==> config.mk <==
export PLATFORM = sky130hd
export DESIGN_NAME = bus_arbiter
export DESIGN_NICKNAME = d
export VERILOG_FILES = /design/src/bus_pkg.sv /design/src/bus_arbiter.sv
export SDC_FILE = /design/constraint.sdc
export NUM_CORES = 1
export LEC_CHECK = 0
export ABC_AREA = 1
export BUFFER_PORTS_ARGS = -buffer_cell sky130_fd_sc_hd__buf_4
export CAP_MARGIN = 20
export CORE_AREA = 2 2 98 100
export CTS_CLUSTER_SIZE = 40
export DETAILED_ROUTE_END_ITERATION = 6
export DIE_AREA = 0 0 100 102
export SKIP_LAST_GASP = 1
export SLEW_MARGIN = 30
export SYNTH_ARGS = -nofsm -noshare
export SYNTH_HDL_FRONTEND = slang
export SYNTH_SLANG_ARGS = --single-unit
==> constraint.sdc <==
create_clock -name clk -period 1.7 [get_ports clk]
set_input_delay 0.51 -clock clk [delete_from_list [all_inputs] [get_ports clk]]
set_output_delay 0.51 -clock clk [all_outputs]
set_load 0.01 [all_outputs]
==> src/bus_pkg.sv <==
`default_nettype none

package bus_pkg;

    localparam int ADDR_W = 16;          // byte address width on every bus port.
    localparam int DATA_W = 32;          // one memory word.

    // a word is the unit of every transfer and the alignment unit.
    localparam int WORD_BYTES = DATA_W / 8;

    // byte address on the configuration, CPU, DMA and memory ports.
    typedef logic [ADDR_W-1:0] addr_t;

    // one data word on every bus.
    typedef logic [DATA_W-1:0] data_t;

endpackage

`default_nettype wire
==> src/bus_arbiter.sv <==
`timescale 1ns/10ps
`default_nettype none

module bus_arbiter
    import bus_pkg::*;
(
    input  wire logic  clk,
    input  wire logic  rst,
    input  wire logic  cpu_cyc,
    input  wire logic  cpu_stb,
    input  wire logic  cpu_we,
    input  wire addr_t cpu_adr,
    input  wire data_t cpu_dat_w,
    output data_t      cpu_dat_r,
    output logic       cpu_ack,
    input  wire logic  dma_cyc,
    input  wire logic  dma_stb,
    input  wire logic  dma_we,
    input  wire addr_t dma_adr,
    input  wire data_t dma_dat_w,
    output data_t      dma_dat_r,
    output logic       dma_ack,
    output logic       dma_gnt,
    output logic       mem_cyc,
    output logic       mem_stb,
    output logic       mem_we,
    output addr_t      mem_adr,
    output data_t      mem_dat_w,
    input  wire data_t mem_dat_r,
    input  wire logic  mem_ack
);

    logic dma_owner;                     // low means the CPU port owns the memory.
    logic owner_cyc;

    assign owner_cyc = dma_owner ? dma_cyc : cpu_cyc;

    always_ff @(posedge clk) begin
        if (rst) begin
            dma_owner <= 1'b0;
        end else if (!owner_cyc) begin
            if (dma_cyc) begin
                dma_owner <= 1'b1;       // the engine wins a tie.
            end else if (cpu_cyc) begin
                dma_owner <= 1'b0;
            end
        end
    end

    assign dma_gnt = dma_owner;

    assign mem_cyc   = dma_owner ? dma_cyc   : cpu_cyc;
    assign mem_stb   = dma_owner ? dma_stb   : cpu_stb;
    assign mem_we    = dma_owner ? dma_we    : cpu_we;
    assign mem_adr   = dma_owner ? dma_adr   : cpu_adr;
    assign mem_dat_w = dma_owner ? dma_dat_w : cpu_dat_w;

    // Read data goes to both; only the owner gets an ack.
    assign cpu_dat_r = mem_dat_r;
    assign dma_dat_r = mem_dat_r;
    assign cpu_ack   = !dma_owner && mem_ack;
    assign dma_ack   = dma_owner && mem_ack;

endmodule

`default_nettype wire

==> run_results.csv <==
group,metric,value,unit
grt,grt_use_total,0.0764,
die,die_x,100,microns
synthesis,synth_commonest_cells,"buf_4, inv_1, nand2_1, o21ai_1, o21ai_0",
critical_path,start_kind,"primary input",
critical_path,end_kind,"output pin",
critical_path,crit_path_cell_trace,"buf_4 > inv_1 > o21ai_0 > buf_4",
die,coreArea,0.00911,sq mm
cells_and_area,nNetsFinal,461,
route,drt_pre_antenna_iters,4,
synthesis,syn_inst,237,
placement,place_ws,0.208,ns
synthesis,ys.flop_type,"dfxtp_1",
synthesis,seq_area_frac_synth,0.0157,
sta,relSlewSlack,0.842,
sta,slew_violations,0,
cells_and_area,nFillCells,1024,
critical_path,crit_type,"primary input to output pin",
cts,clk_pin_slew_worst_paths,0,ns
grt,antenna_found_initial,0,
placement,place.gp.congestion,0.734,
cells_and_area,antenna_cells,0,
synthesis,syn_avg_cell_area,5.36,sq um
placement,port_buffers,158,
pwr,combPwrFrac,0.954,
sta,finalWorstPathRequiredPeriod,1.50,ns
synthesis,synth_top_cell_area_share,0.378,
cts,cts-resized-gates,0,
cells_and_area,fin_cells,433,
sta,worst_pin_slew,0.235,ns
synthesis,synth_cell_types,12,
synthesis,synth_most_common_cell,"buf_4",
sta,layout_setup_ws,0.203,ns
sta,skew,0,ns
critical_path,cp.arrival,0.99,ns
cts,hold_buffers,0,
critical_path,cpLargestDelayFamily,"buffers and inverters",
synthesis,syn_area,0.00127,sq mm
synthesis,synth-async-reset-ratio,0,
pwr,power.density,282,mW/mm^2
sta,setup_tns,0,ns
critical_path,cp_data_required_time,1.19,ns
route,drc,0,
pwr,p_seq_frac,0.046,
cells_and_area,drive_above_1_share,0.506,
synthesis,ys.warnings.count,0,
run_status,status,"completed",
critical_path,worst-path-buf-inv,3,
synthesis,syn_nets,374,
cells_and_area,ff_latch_area,23.8,sq um
cells_and_area,multiInputGateArea,474,sq um
placement,dp.final_hpwl,3890,microns
grt,overflow,0,
critical_path,slowest_stage,"o21ai_0",
sta,max_freq,668,MHz
route,postRouteAntennaNets,0,
pwr,swShare,0.390,
synthesis,synth_edf_count,0,
sta,whs,0.773,ns
grt,grt_pass1_wl,6480,microns
die,start_util,0.140,
synthesis,ys_ff_latch,1,
synthesis,synthTopCellsByArea,"buf_4, inv_1, o21ai_1, nand2_1, buf_6",
pwr,intPower,0.356,mW
route,vias,1527,
pwr,peakVddDrop,0.0900,mV
grt,first_global_vias,1428,
cells_and_area,area_growth_syn_to_layout,62.8,%
cts,clkLatencyLatePin,0,ns
flow_run,cap_violations,0,
placement,place_inst,433,
die,rows,35,
grt,grt_max_degree,50,
pwr,leakage,1.21,nW
critical_path,worst_path_largest_cell_delay,0.21,ns
die,top_level_ports,255,
cells_and_area,utilization,0.227,
route,drt_iter0_drc,34,
die,dieArea,0.0102,sq mm
sta,rsz0062_at_grt,"no",
pwr,p_sw,0.228,mW
cells_and_area,largest_register_ffs,1,
route,vias_per_cell,3.53,
die,fp.dieH,102,microns
critical_path,cp_common_cell,"buf_4",
cts,post_cts_buffers,0,
synthesis,yosys.area.top_type,"buf_4",
route,wl,4440,microns
route,wl_per_cell,10.3,microns
sta,post-route-period-util,0.880,
critical_path,cp_max_fo,1,
pwr,clkPwrFrac,0,
sta,hold_viol,0,
hold_path,hp-class,"register to register",
sta,setup_viol,0,
-- logic make-up (layout without fill, tap and decap cells) --
kind of cell / Yosys count / after routing / synth area share
buffers and inverters: 129 / 214 / 0.611
and+or+nand+nor: 54 / 54 / 0.159
AOI/OAI and AO/OA: 53 / 53 / 0.214
DFF: 1 / 1 / 0.0157
-- per-layer routing --
layer	up-vias	share of wire	GRT usage
met2	113	0.45	0.129
met3	24	0.13	0.0157
li1	806	-	-
met1	584	0.37	0.0921
met5	-	0	0
met4	0	0.046	0.0390
-- power groups by stage --
stage	Sequential (mW)	Clock, mW	Combinational (mW)
finish	0.0270	0	0.557
global route	0.0273	0	0.611
CTS	0.0270	0	0.566
detailed placement	0.0270	0	0.563
global placement	0.0270	0	0.559
floorplan	0.0268	0	0.354
-- final timing paths --
kind                                      end  slack [ns]           from  cells past startpoint
worst max-delay path            mem_dat_w[24]        0.20  cpu_dat_w[24]                      4
worst min-delay path                  dma_gnt        0.77        dma_gnt                      3
worst max register to register        dma_gnt        0.83        dma_gnt                      3
worst min register to register        dma_gnt        0.77        dma_gnt                      3
-- per-stage QoR --
| step | power, mW | instance area, sq um |
|---|---|---|
| after floorplan | 0.381 | 1270 |
| final | 0.584 | 2070 |
| after global placement | 0.586 | 2070 |
| after CTS | 0.593 | 2070 |
| after global routing | 0.638 | 2070 |
| after detailed placement | 0.590 | 2070 |
-- final cells by class --
class                   count  area share
well taps                 111      0.0671
flip-flops and latches      1      0.0115
inverters                  53      0.0961
multi-input cells         107       0.229
repair buffers            161       0.596
-- tightest hold or removal path, cell delays in order, from the launching register on --
cell and delay (ns):
dfxtp_4 0.34, buf_12 0.17, o21bai_1 0.16, nor2_1 0.05
-- cells in the final DEF, fill, tap and decap left out --
| cell type | count |
|---|---|
| buf_4 | 159 |
| nand2_1 | 52 |
| o21bai_1 | 1 |
| buf_12 | 2 |
| a21oi_1 | 1 |
| o21ai_0 | 11 |
| o21ai_1 | 39 |
| o21ai_2 | 1 |
| dfxtp_4 | 1 |
| inv_1 | 53 |
| nor2_1 | 2 |
Note: power is estimated with default switching activity, not from simulation.
