`config.mk`:
```
export PLATFORM = sky130hd
export DESIGN_NAME = dma_regs
export DESIGN_NICKNAME = d
export VERILOG_FILES = /design/src/dma_pkg.sv /design/src/bus_pkg.sv /design/src/dma_regs.sv
export SDC_FILE = /design/constraint.sdc
export NUM_CORES = 1
export LEC_CHECK = 0
export CAP_MARGIN = 40
export CELL_PAD_IN_SITES_DETAIL_PLACEMENT = 0
export CELL_PAD_IN_SITES_GLOBAL_PLACEMENT = 1
export CORE_MARGIN = 2
export CORE_UTILIZATION = 47
export DETAILED_ROUTE_END_ITERATION = 7
export DONT_BUFFER_PORTS = 1
export MAX_ROUTING_LAYER = met4
export PLACE_DENSITY = 0.86
export SYNTH_ARGS = -nofsm -noshare
export SYNTH_HDL_FRONTEND = slang
export SYNTH_SLANG_ARGS = --single-unit
```
`constraint.sdc`:
```
create_clock -name clk -period 2.9 [get_ports clk]
set_input_delay 0.145 -clock clk [delete_from_list [all_inputs] [get_ports clk]]
set_output_delay 0.145 -clock clk [all_outputs]
set_load 0.1 [all_outputs]
```
`src/dma_pkg.sv`:
```
`default_nettype none

package dma_pkg;

    typedef logic [4:0] cfg_addr_t;      // byte offset on the configuration port.

    localparam cfg_addr_t REG_SRC     = 5'h00;
    localparam cfg_addr_t REG_DST     = 5'h04;
    localparam cfg_addr_t REG_LEN     = 5'h08;
    localparam cfg_addr_t REG_CTRL    = 5'h0C;   // writing bit 0 starts and reading gives {cause, busy}.
    localparam cfg_addr_t REG_IRQ_CLR = 5'h10;   // any write clears the cause.

    typedef enum logic [1:0] {
        IRQ_NONE  = 2'd0,
        IRQ_DONE  = 2'd1,
        IRQ_ERROR = 2'd2
    } irq_cause_t;

    typedef enum logic [2:0] {
        ST_IDLE  = 3'd0,
        ST_REQ   = 3'd1,                 // cyc is raised while the engine waits for the grant.
        ST_READ  = 3'd2,
        ST_WRITE = 3'd3,
        ST_GAP   = 3'd4                  // cyc low for one cycle between words.
    } dma_state_t;

endpackage

`default_nettype wire

```
`src/bus_pkg.sv`:
```
`default_nettype none

package bus_pkg;

    localparam int ADDR_W = 16;          // byte address width on every bus port.
    localparam int DATA_W = 32;          // one memory word.

    // a word is the unit of every transfer and the alignment unit.
    localparam int WORD_BYTES = DATA_W / 8;

    // byte address on the configuration, CPU, DMA and memory ports.
    typedef logic [ADDR_W-1:0] addr_t;

    // one data word on every bus.
    typedef logic [DATA_W-1:0] data_t;

endpackage

`default_nettype wire
```
`src/dma_regs.sv`:
```
`timescale 1ns/10ps
`default_nettype none

module dma_regs
    import bus_pkg::*, dma_pkg::*;
#(
    parameter int MEM_WORDS = 1024
) (
    input  wire logic      clk,
    input  wire logic      rst,
    input  wire logic      cfg_cyc,
    input  wire logic      cfg_stb,
    input  wire logic      cfg_we,
    input  wire cfg_addr_t cfg_adr,
    input  wire data_t     cfg_dat_w,
    output data_t          cfg_dat_r,
    output logic           cfg_ack,
    input  wire logic      busy,
    input  wire logic      done,
    output logic           start,
    output logic           irq,
    output addr_t          src_addr,
    output addr_t          dst_addr,
    output addr_t          length
);

    // one past the last byte of the memory; needs a bit more than an address.
    localparam logic [ADDR_W:0] MEM_LIMIT = (ADDR_W + 1)'(MEM_WORDS * WORD_BYTES);

    irq_cause_t      cause;
    logic            req;
    logic            locked;
    logic            start_ok;
    logic [ADDR_W:0] src_end;
    logic [ADDR_W:0] dst_end;

    assign req    = cfg_cyc && cfg_stb && !cfg_ack;   // ack drops the request for a cycle.
    assign locked = busy || start;                     // the engine has not left idle yet on start.
    assign irq    = (cause != IRQ_NONE);

    assign src_end = {1'b0, src_addr} + {1'b0, length};
    assign dst_end = {1'b0, dst_addr} + {1'b0, length};

    assign start_ok = (length != '0) &&
                      ((src_addr % WORD_BYTES) == 0) &&
                      ((dst_addr % WORD_BYTES) == 0) &&
                      ((length % WORD_BYTES) == 0) &&
                      (src_end <= MEM_LIMIT) &&
                      (dst_end <= MEM_LIMIT);

    always_ff @(posedge clk) begin
        if (rst) begin
            cfg_ack  <= 1'b0;
            start    <= 1'b0;
            cause    <= IRQ_NONE;
            src_addr <= '0;
            dst_addr <= '0;
            length   <= '0;
        end else begin
            cfg_ack <= req;
            start   <= 1'b0;
            if (req && cfg_we) begin
                case (cfg_adr)
                    REG_SRC: begin
                        if (!locked) src_addr <= cfg_dat_w[ADDR_W-1:0];
                    end
                    REG_DST: begin
                        if (!locked) dst_addr <= cfg_dat_w[ADDR_W-1:0];
                    end
                    REG_LEN: begin
                        if (!locked) length <= cfg_dat_w[ADDR_W-1:0];
                    end
                    REG_CTRL: begin
                        if (cfg_dat_w[0] && !locked) begin
                            if (start_ok) begin
                                start <= 1'b1;       // lines up with the ack of this write.
                            end else begin
                                cause <= IRQ_ERROR;
                            end
                        end
                    end
                    REG_IRQ_CLR: cause <= IRQ_NONE;
                    default: ;
                endcase
            end
            // A finishing transfer is never lost to a clear in the same cycle.
            if (done) cause <= IRQ_DONE;
        end
    end

    always_ff @(posedge clk) begin
        if (req && !cfg_we) begin
            case (cfg_adr)
                REG_SRC:  cfg_dat_r <= data_t'(src_addr);
                REG_DST:  cfg_dat_r <= data_t'(dst_addr);
                REG_LEN:  cfg_dat_r <= data_t'(length);
                REG_CTRL: cfg_dat_r <= data_t'({cause, busy});
                default:  cfg_dat_r <= '0;
            endcase
        end
    end

endmodule

`default_nettype wire

```
==> results.sh <==
export IMPL_cp_arrival_ns=3.10
export IMPL_grt_max_degree=53
export IMPL_clockBufferDepth=2
export IMPL_synth_area_mux_share=0.0538
export IMPL_critPathLaunchType="flop"
export IMPL_netlist_instances=593
export IMPL_synth_xor_area_share=0.0200
export IMPL_crit_family="compound AO/OA/AOI/OAI gates"
export IMPL_synth_top_area_frac=0.216
export IMPL_ys_ff_latch=68
export IMPL_grt_pass1_wl_um=25400
export IMPL_p_sw_mw=0.607
export IMPL_setup_viol=0
export IMPL_grt_use_total=0.308
export IMPL_dr_pass1_iters=5
export IMPL_crit_fanout=4
export IMPL_synthFlopType="dfxtp_1"
export IMPL_dp_slack_ns=-0.0381
export IMPL_finalMaxSlewViolations=0
export IMPL_use_met1=0.385
export IMPL_cts_max_level=3
export IMPL_synth_area_um2=4810
export IMPL_fin_hold_ws_ns=0.00700
export IMPL_ir_drop_mv=0.212
export IMPL_power_frac_comb=0.121
export IMPL_drt_wl_total_um=16600
export IMPL_async_flop_share=0
export IMPL_dieArea_um2=11100
export IMPL_die_h_um=105
export IMPL_totalPowerFinal_mw=1.94
export IMPL_hold_class="in2reg"
export IMPL_crit_slowest_cell="fa_2"
export IMPL_maxSlewHeadroom=0.406
export IMPL_place_congestion=0.926
export IMPL_ios=127
export IMPL_power_density_nw_per_um2=326
export IMPL_finalNetCount=750
export IMPL_worst_pin_slew_ns=0.893
export IMPL_drc_errors=0
export IMPL_status="finished clean"
export IMPL_cts_sinks=68
export IMPL_cts_made_buffers=9
export IMPL_synth_simple_gate_area_frac=0.235
export IMPL_initial_core_util=0.488
export IMPL_worstPathCellList="ha_2 > fa_2 > a211oi_4 > o21a_1 > o21ai_2 > a221oi_2 > nor3_2 > nor4_2 > nand4_1 > o21a_1"
export IMPL_cts_tree="yes"
export IMPL_hpwl_um=12600
export IMPL_crit_type="reg2reg"
export IMPL_coreArea_um2=9860
export IMPL_num_rows=36
export IMPL_clk_latency_ns=0.37
export IMPL_area_delta_synth_final_pct=23.5
export IMPL_yosysMostFrequentCell="nand2_1"
export IMPL_finalCritPeriodShare=0.973
export IMPL_end_kind="flop"
export IMPL_skew_ns=0.0126
export IMPL_ant_nets=0
export IMPL_drv_cap=0
export IMPL_cp_required_ns=3.17
export IMPL_leakage_nw=2.45
export IMPL_fin_crit_ns=2.82
export IMPL_crit_buf_inv=0
export IMPL_vias=4843
export IMPL_synth_top_family_by_area="simple AND/OR/NAND/NOR gates"
export IMPL_drt_vias_per_instance=5.97
export IMPL_routedWlPerCell_um=20.5
export IMPL_cts_root_buf="clkbuf_8"
export IMPL_fp_dieW_um=105
export IMPL_synth_edf_count=16
export IMPL_port_buffers=0
export IMPL_clkTransAtPathRegs_ns=0.08
export IMPL_ys_types=76
export IMPL_antenna_found_initial=1
export IMPL_grt_busiest_layer="met2"
export IMPL_switching_share=0.312
export IMPL_max_stage_delay_ns=0.42
export IMPL_p_seq_frac=0.519
export IMPL_cpMostUsedCell="o21a_1"
export IMPL_synth_compound_area_share=0.223
export IMPL_use_met2=0.488
export IMPL_worst_slack_ns=0.0785
export IMPL_grt_pass1_vias=4501
export IMPL_synth_area_leader_cell="dfxtp_1"
export IMPL_overflow=0
export IMPL_syn_area_per_cell_um2=8.12
export IMPL_synth_fa_ha_area_frac=0.0915
export IMPL_finalHoldViolCount=0
export IMPL_synth_area_leaders="dfxtp_1 (22%), edfxtp_1 (10%), nand2_1 (9.7%)"
export IMPL_yosys_warnings=0
export IMPL_yosysSeqAreaShare=0.316
export IMPL_ys_top_cells_by_count="nand2_1 (124), a21oi_1 (84), nor2_1 (57)"
export IMPL_grt_use_met3=0.0792
export IMPL_fin_setup_tns_ns=0
export IMPL_drive_gt1_frac=0.250
export IMPL_internal_power_mw=1.33
export IMPL_max_freq_ghz=0.354
export IMPL_rsz0062_at_grt="false"
export IMPL_clockPowerShare=0.360
export IMPL_drt_initial_drc_count=501
==> cell usage in the layout, fill, tap and decap left out, types with 6 or more instances in the layout <==
cell type      instances
nand2_1              124
nand4_1                6
buf_4                 71
conb_1                16
mux2i_1               18
dfxtp_2               38
dfxtp_1               14
inv_1                  6
ha_1                  31
a21oi_1               83
o21a_1                 8
nor2b_1                7
clkbuf_8               9
nand3_1                8
xor2_1                 6
nor4_1                10
edfxtp_1              16
dlygate4sd3_1         17
o21ai_0               11
nor2_1                57
==> power by group through the flow <==
stage | logic (mW) | registers [mW] | clock network, mW
after CTS | 0.229 | 1.01 | 0.701
final | 0.235 | 1.01 | 0.699
after global placement | 0.150 | 1.05 | 0
after detailed placement | 0.187 | 1.03 | 0
after floorplan | 0.167 | 1.06 | 0
after global routing | 0.242 | 1.01 | 0.738
==> flip-flops by register name, indices dropped and copies added, names as in the netlist <==
name,count
length,16
start,1
cause,2
cfg_dat_r,16
cfg_ack,1
src_addr,16
dst_addr,16
==> area by class of cell <==
| cell class | count | area (µm²) |
|---|---|---|
| clock inverter | 5 | 30.0 |
| fill | 912 | 3920 |
| tap | 133 | 166 |
| multi-input combinational | 490 | 3120 |
| timing repair buffer | 97 | 903 |
| clock buffer | 11 | 131 |
| sequential | 68 | 1570 |
| antenna | 1 | 2.50 |
| inverter | 6 | 22.5 |
==> worst reg2reg max path: stages, from the launching register on <==
cell and delay, ns:
dfxtp_2 0.35, ha_2 0.19, fa_2 0.42, a211oi_4 0.31
o21a_1 0.20, o21ai_2 0.09, a221oi_2 0.32, nor3_2 0.09
nor4_2 0.29, nand4_1 0.23, o21a_1 0.24
==> cell families (layout without fill, tap and decap cells) <==
group                      after synthesis  in the layout
and+or+nand+nor                        248            248
AOI/OAI and AO/OA                      159            159
DFF                                     68             68
buffers and inverters                   50            119
adders and majority gates               34             34
muxes                                   22             22
xor gates and xnor gates                11             11
other                                    1             17
==> repair_timing <==
item	CTS	global route
hold buffers	18	0
resized for setup	3	10
endpoints found under the setup margin	2	3
pin swaps	1	11
endpoints found under the hold margin	52	0
gates cloned	0	0
setup buffers	0	1
==> path summary, 6_finish.rpt <==
path | start | endpoint | slack [ns] | depth (start not counted)
hold reg to reg | length[3] | length[3] | 0.51 | 2
setup reg to reg | length[0] | cause[1] | 0.08 | 10
hold / removal | cfg_stb | cfg_ack | 0.007 | 3
setup / recovery | length[0] | cause[1] | 0.08 | 10
==> stage by stage <==
step                      instances  instance area [µm²]  utilization
after floorplan                 608                 4920            -
after global placement          767                 5350        0.542
after detailed placement        774                 5500        0.558
after CTS                       808                 5860        0.594
after global routing            811                 5950        0.603
final                           811                 5950        0.603
==> metal layers <==
metal	wire, µm	vias up
met3	1400	40
met4	367	0
met2	7820	239
li1	-	2256
met1	7060	2308
met5	0	-
(Power assumes the default switching activity.)
