<file path="config.mk">
export PLATFORM = sky130hd
export DESIGN_NAME = dma_engine
export DESIGN_NICKNAME = d
export VERILOG_FILES = /design/src/dma_pkg.sv /design/src/bus_pkg.sv /design/src/dma_engine.sv
export SDC_FILE = /design/constraint.sdc
export NUM_CORES = 1
export LEC_CHECK = 0
export BUFFER_PORTS_ARGS = -buffer_cell sky130_fd_sc_hd__clkbuf_2
export CAP_MARGIN = 40
export CORE_MARGIN = 3
export CORE_UTILIZATION = 48
export CTS_CLUSTER_SIZE = 14
export DETAILED_ROUTE_END_ITERATION = 10
export PLACE_DENSITY = 0.82
export SYNTH_ARGS = -nofsm -noshare
export SYNTH_HDL_FRONTEND = slang
export SYNTH_SLANG_ARGS = --single-unit
export TNS_END_PERCENT = 1
</file>
<file path="constraint.sdc">
create_clock -name clk -period 4.5 [get_ports clk]
set_input_delay 0.9 -clock clk [delete_from_list [all_inputs] [get_ports clk]]
set_output_delay 0.9 -clock clk [all_outputs]
set_load 0.05 [all_outputs]
</file>
<file path="src/dma_pkg.sv">
`default_nettype none

package dma_pkg;

    typedef logic [4:0] cfg_addr_t;      // byte offset on the configuration port.

    localparam cfg_addr_t REG_SRC     = 5'h00;
    localparam cfg_addr_t REG_DST     = 5'h04;
    localparam cfg_addr_t REG_LEN     = 5'h08;
    localparam cfg_addr_t REG_CTRL    = 5'h0C;   // writing bit 0 starts and reading gives {cause, busy}.
    localparam cfg_addr_t REG_IRQ_CLR = 5'h10;   // any write clears the cause.

    typedef enum logic [1:0] {
        IRQ_NONE  = 2'd0,
        IRQ_DONE  = 2'd1,
        IRQ_ERROR = 2'd2
    } irq_cause_t;

    typedef enum logic [2:0] {
        ST_IDLE  = 3'd0,
        ST_REQ   = 3'd1,                 // cyc is raised while the engine waits for the grant.
        ST_READ  = 3'd2,
        ST_WRITE = 3'd3,
        ST_GAP   = 3'd4                  // cyc low for one cycle between words.
    } dma_state_t;

endpackage

`default_nettype wire

</file>
<file path="src/bus_pkg.sv">
`default_nettype none

package bus_pkg;

    localparam int ADDR_W = 16;          // byte address width on every bus port.
    localparam int DATA_W = 32;          // one memory word.

    // a word is the unit of every transfer and the alignment unit.
    localparam int WORD_BYTES = DATA_W / 8;

    // byte address on the configuration, CPU, DMA and memory ports.
    typedef logic [ADDR_W-1:0] addr_t;

    // one data word on every bus.
    typedef logic [DATA_W-1:0] data_t;

endpackage

`default_nettype wire
</file>
<file path="src/dma_engine.sv">
`timescale 1ns/10ps
`default_nettype none

module dma_engine
    import bus_pkg::*, dma_pkg::*;
(
    input  wire logic  clk,
    input  wire logic  rst,
    input  wire logic  start,
    input  wire addr_t src_addr,
    input  wire addr_t dst_addr,
    input  wire addr_t length,
    output logic       busy,
    output logic       done,
    output logic       dma_cyc,
    output logic       dma_stb,
    output logic       dma_we,
    output addr_t      dma_adr,
    output data_t      dma_dat_w,
    input  wire data_t dma_dat_r,
    input  wire logic  dma_ack,
    input  wire logic  dma_gnt
);

    dma_state_t state;
    addr_t      offset;                  // bytes already copied.
    addr_t      next_offset;
    data_t      data_q;                  // word in flight between read and write.

    assign next_offset = offset + addr_t'(WORD_BYTES);

    assign busy = (state != ST_IDLE);

    // The bus is held from the request until the write is acknowledged.
    assign dma_cyc = (state == ST_REQ) || (state == ST_READ) || (state == ST_WRITE);
    assign dma_stb = (state == ST_READ) || (state == ST_WRITE);
    assign dma_we  = (state == ST_WRITE);

    assign dma_adr   = (state == ST_WRITE) ? dst_addr + offset : src_addr + offset;
    assign dma_dat_w = data_q;

    always_ff @(posedge clk) begin
        if (rst) begin
            state  <= ST_IDLE;
            offset <= '0;
            done   <= 1'b0;
        end else begin
            done <= 1'b0;
            case (state)
                ST_IDLE: begin
                    if (start) begin
                        offset <= '0;
                        state  <= ST_REQ;
                    end
                end
                ST_REQ: begin
                    if (dma_gnt) state <= ST_READ;    // grant can stay from the last word.
                end
                ST_READ: begin
                    if (dma_ack) state <= ST_WRITE;
                end
                ST_WRITE: begin
                    if (dma_ack) begin
                        offset <= next_offset;
                        if (next_offset == length) begin
                            done  <= 1'b1;
                            state <= ST_IDLE;
                        end else begin
                            state <= ST_GAP;
                        end
                    end
                end
                ST_GAP: begin
                    // cyc is low here, so a waiting CPU takes the bus.
                    state <= ST_REQ;
                end
                default: state <= ST_IDLE;
            endcase
        end
    end

    always_ff @(posedge clk) begin
        if ((state == ST_READ) && dma_ack) begin
            data_q <= dma_dat_r;
        end
    end

endmodule

`default_nettype wire

</file>
==> reports/metrics.cfg <==
[run_status]
run_status=finished clean

[clocking]
clk_transition_reported_paths_ps=90
cts_resized=0
cts.sink_count=50
ctsRootBufferMaster=sky130_fd_sc_hd__clkbuf_8
cts_made_buffers=5
cts_setup_buffers=0
cts.htree.levels=2
clkLatencyLatePin_ps=300
tritoncts_clock_tree=built
clockBufferDepth=2
holdBufCountCts=0

[sta]
max_transition_margin_pct=65.6
final_period_utilization_pct=95.0
fin_crit_ps=4280
hold_viol=0
max_slew.worst_pin.slew_ps=515
rsz0062_at_grt=no
maxClockFrequency_mhz=234
setup_violators_final=0
fin_setup_tns_ps=0
fin_worst_skew_ps=4.88
setup_ws_ps=224
report.final.slew_viol_count=0

[worst_setup_path]
worstPathBufferInverterCount=2
crit_required_ps=3600
worst-r2r-setup-slack_ps=2030
critical_path.max_stage_delay_ps=440
critical_path.max_fanout=16
crit_type=flop to output port
crit_path_start_kind=flop
worstPathCellList=and2b_1, nand2_2, buf_4, nand2_1, nand2_1, ha_1, a21o_1, a21oi_1, o211ai_1, a311oi_2, a21oi_1, xnor2_2, clkbuf_2
crit_path_start=state[1]
cp_slowest_cell=sky130_fd_sc_hd__dfxtp_1
crit_arrival_ps=3380
startpoint_of_the_lowest_slack_register_to_register_path=offset[2]
critical_path.endpoint_type=output port
path_delay_family=compound AO/OA/AOI/OAI gates

[finish]
layout_net_count=572
layout-drive-gt1-share_pct=36.2
insertedDiodeCount=0
syn_to_final_growth_pct=25.3

[floorplanning]
core_region_area_um2=6460
io_pins=138
floorplan.initialDensity_pct=50.1
dieWidth_um=88.1
fp.dieArea_um2=7760
rows=29
die_height_um=88.1

[detailed_routing]
detail_route.wirelength_mm=7.97
avgRoutedWirePerCell_um=14.5
drc=0
vias=2961
count_of_tritonroute_iterations_in_the_first_routing_pass=4
dr.first_iter.drc_count=112
drt-vias-per-instance=5.39
antenna_left=0

[power_and_ir_drop]
p_per_area_nw_per_um2=261
worst_ir_drop_vdd_mv=0.144
power.static_leakage_nw=1.91
totalPowerFinal_mw=1.06

[logic_synthesis]
synth_sequential_area_ratio_pct=40.8
mappedNetlistNets=440
synth_edf_count=32
synth_cells=339
ys_ff_latch=50
synth_area_leader_cell=sky130_fd_sc_hd__edfxtp_1
synth-async-reset-ratio_pct=0
ys.warnings.count=0
post_synth_instance_area_um2=3240
ys_types=66
synth.top_cell.area_share_pct=29.7
synth_area_leaders=sky130_fd_sc_hd__edfxtp_1 (30%), sky130_fd_sc_hd__dfxtp_1 (11%), sky130_fd_sc_hd__nand2_1 (6.6%)
synthesis.area_per_instance_um2=9.54
ys.flop_type=sky130_fd_sc_hd__edfxtp_1

[placement]
place.gp.congestion=0.822
place_worst_setup_slack_ps=448
io_buffers=137
dp_hpwl_mm=6.36

[global_route]
grt_util_all_layers_pct=20.1
first_global_vias=2807
antenna_found_initial=0
global_route_overflow=0
grt_max_degree=23
grt_pass1_wl_mm=12.4

[min_path]
min-delay-path-class=flop to flop
worstHoldStart=state[2]

[job]
cap_violations=0

-- metrics by stage --
step                util [%]  hold slack, ps  cells  area, um2
floorplan                  -             469    339       3240
global placement        60.4             489    539       3900
detailed placement      60.8             507    541       3930
CTS                     62.5             522    549       4040
global route            62.8             551    549       4050
finish                  62.8             528    549       4050
-- flip-flops by register name, summed over array words and instances (netlist names) --
register	cells
offset	14
dma_dat_w	32
state	3
done	1
-- cell families (layout without fill, tap and decap cells) --
family | Yosys count | after routing | share of synthesized area [%]
and+or+nand+nor | 138 | 138 | 22.6
buffers and inverters | 22 | 155 | 4.91
AOI/OAI and AO/OA | 74 | 74 | 14.6
other | 1 | 1 | 0.116
muxes | 7 | 7 | 2.36
adders and majority gates | 16 | 16 | 6.19
DFF | 50 | 50 | 40.8
xor gates and xnor gates | 31 | 31 | 8.39
-- routing by layer --
metal,up-vias,GRT usage [%],wire (um)
li1,1485,-,-
met1,1333,23.6,3200
met2,135,37.9,4050
met3,8,3.76,654
met4,0,4.12,67
met5,-,0,0
-- placed cells by master, fill, tap and decap left out, types with 4 or more instances in the layout --
cell	instances
sky130_fd_sc_hd__clkbuf_2	137
sky130_fd_sc_hd__nand2_1	57
sky130_fd_sc_hd__a21oi_1	32
sky130_fd_sc_hd__edfxtp_1	32
sky130_fd_sc_hd__nor2_1	25
sky130_fd_sc_hd__xnor2_1	19
sky130_fd_sc_hd__dfxtp_1	18
sky130_fd_sc_hd__ha_1	16
sky130_fd_sc_hd__xor2_1	11
sky130_fd_sc_hd__o21ai_1	11
sky130_fd_sc_hd__nand3_1	5
sky130_fd_sc_hd__nor2b_1	5
sky130_fd_sc_hd__nor3_1	5
sky130_fd_sc_hd__o21ai_0	5
sky130_fd_sc_hd__inv_1	5
sky130_fd_sc_hd__or3_1	5
sky130_fd_sc_hd__clkbuf_8	5
sky130_fd_sc_hd__and3_1	4
sky130_fd_sc_hd__a21o_1	4
sky130_fd_sc_hd__mux2i_1	4
-- layout make-up --
type | instances | area, um2
fill | 538 | 2400
multi-input combinational | 267 | 1780
sequential | 50 | 1320
timing repair buffer | 141 | 723
tap | 77 | 96.3
clock buffer | 5 | 68.8
clock inverter | 3 | 43.8
inverter | 6 | 25.0
-- worst reg2reg max path, cell delays in order (launching register included) --
cell                       delay [ps]
sky130_fd_sc_hd__dfxtp_1          510
sky130_fd_sc_hd__ha_1             390
sky130_fd_sc_hd__nand4_4          190
sky130_fd_sc_hd__or2_4            310
sky130_fd_sc_hd__o41ai_2          330
sky130_fd_sc_hd__nand4_1          120
sky130_fd_sc_hd__a2111o_1         340
sky130_fd_sc_hd__nor3b_2          160
-- report_power, final --
part	internal, mW	switching (mW)	total [mW]	leakage [nW]
Sequential	0.498	0.00546	0.503	0.435
Clock	0.167	0.150	0.317	0.0585
Combinational	0.0812	0.158	0.240	1.41
Total	0.745	0.314	1.06	1.91
-- synthesized netlist by cell type (2+ instances only) --
cell type and number:
sky130_fd_sc_hd__nand2_1 57, sky130_fd_sc_hd__nand3_1 5, sky130_fd_sc_hd__buf_6 4, sky130_fd_sc_hd__nand3b_1 3
sky130_fd_sc_hd__nand2_2 2, sky130_fd_sc_hd__or3_1 5, sky130_fd_sc_hd__buf_4 3, sky130_fd_sc_hd__xnor2_1 20
sky130_fd_sc_hd__and2_1 2, sky130_fd_sc_hd__nand2b_1 3, sky130_fd_sc_hd__clkbuf_1 5, sky130_fd_sc_hd__a21oi_1 32
sky130_fd_sc_hd__a21o_1 4, sky130_fd_sc_hd__and4_1 2, sky130_fd_sc_hd__nor4_1 2, sky130_fd_sc_hd__and3_1 4
sky130_fd_sc_hd__o21ai_0 5, sky130_fd_sc_hd__a311oi_1 2, sky130_fd_sc_hd__dfxtp_1 18, sky130_fd_sc_hd__inv_1 5
sky130_fd_sc_hd__ha_1 16, sky130_fd_sc_hd__mux2i_1 4, sky130_fd_sc_hd__o211ai_1 2, sky130_fd_sc_hd__nor2b_1 5
sky130_fd_sc_hd__nand4_1 3, sky130_fd_sc_hd__o2111ai_1 2, sky130_fd_sc_hd__o21ai_1 11, sky130_fd_sc_hd__a31oi_1 2
sky130_fd_sc_hd__buf_8 3, sky130_fd_sc_hd__edfxtp_1 32, sky130_fd_sc_hd__xor2_1 11, sky130_fd_sc_hd__o21bai_1 2
sky130_fd_sc_hd__nor2_1 25, sky130_fd_sc_hd__nor3_1 5, sky130_fd_sc_hd__nand4_2 2
-- worst paths after layout --
path / depth (start not counted) / endpoint
min: 1 / state[1]
min reg2reg: 1 / state[1]
max reg2reg: 7 / state[2]
max: 13 / dma_adr[15]
(Power assumes the default switching activity.)
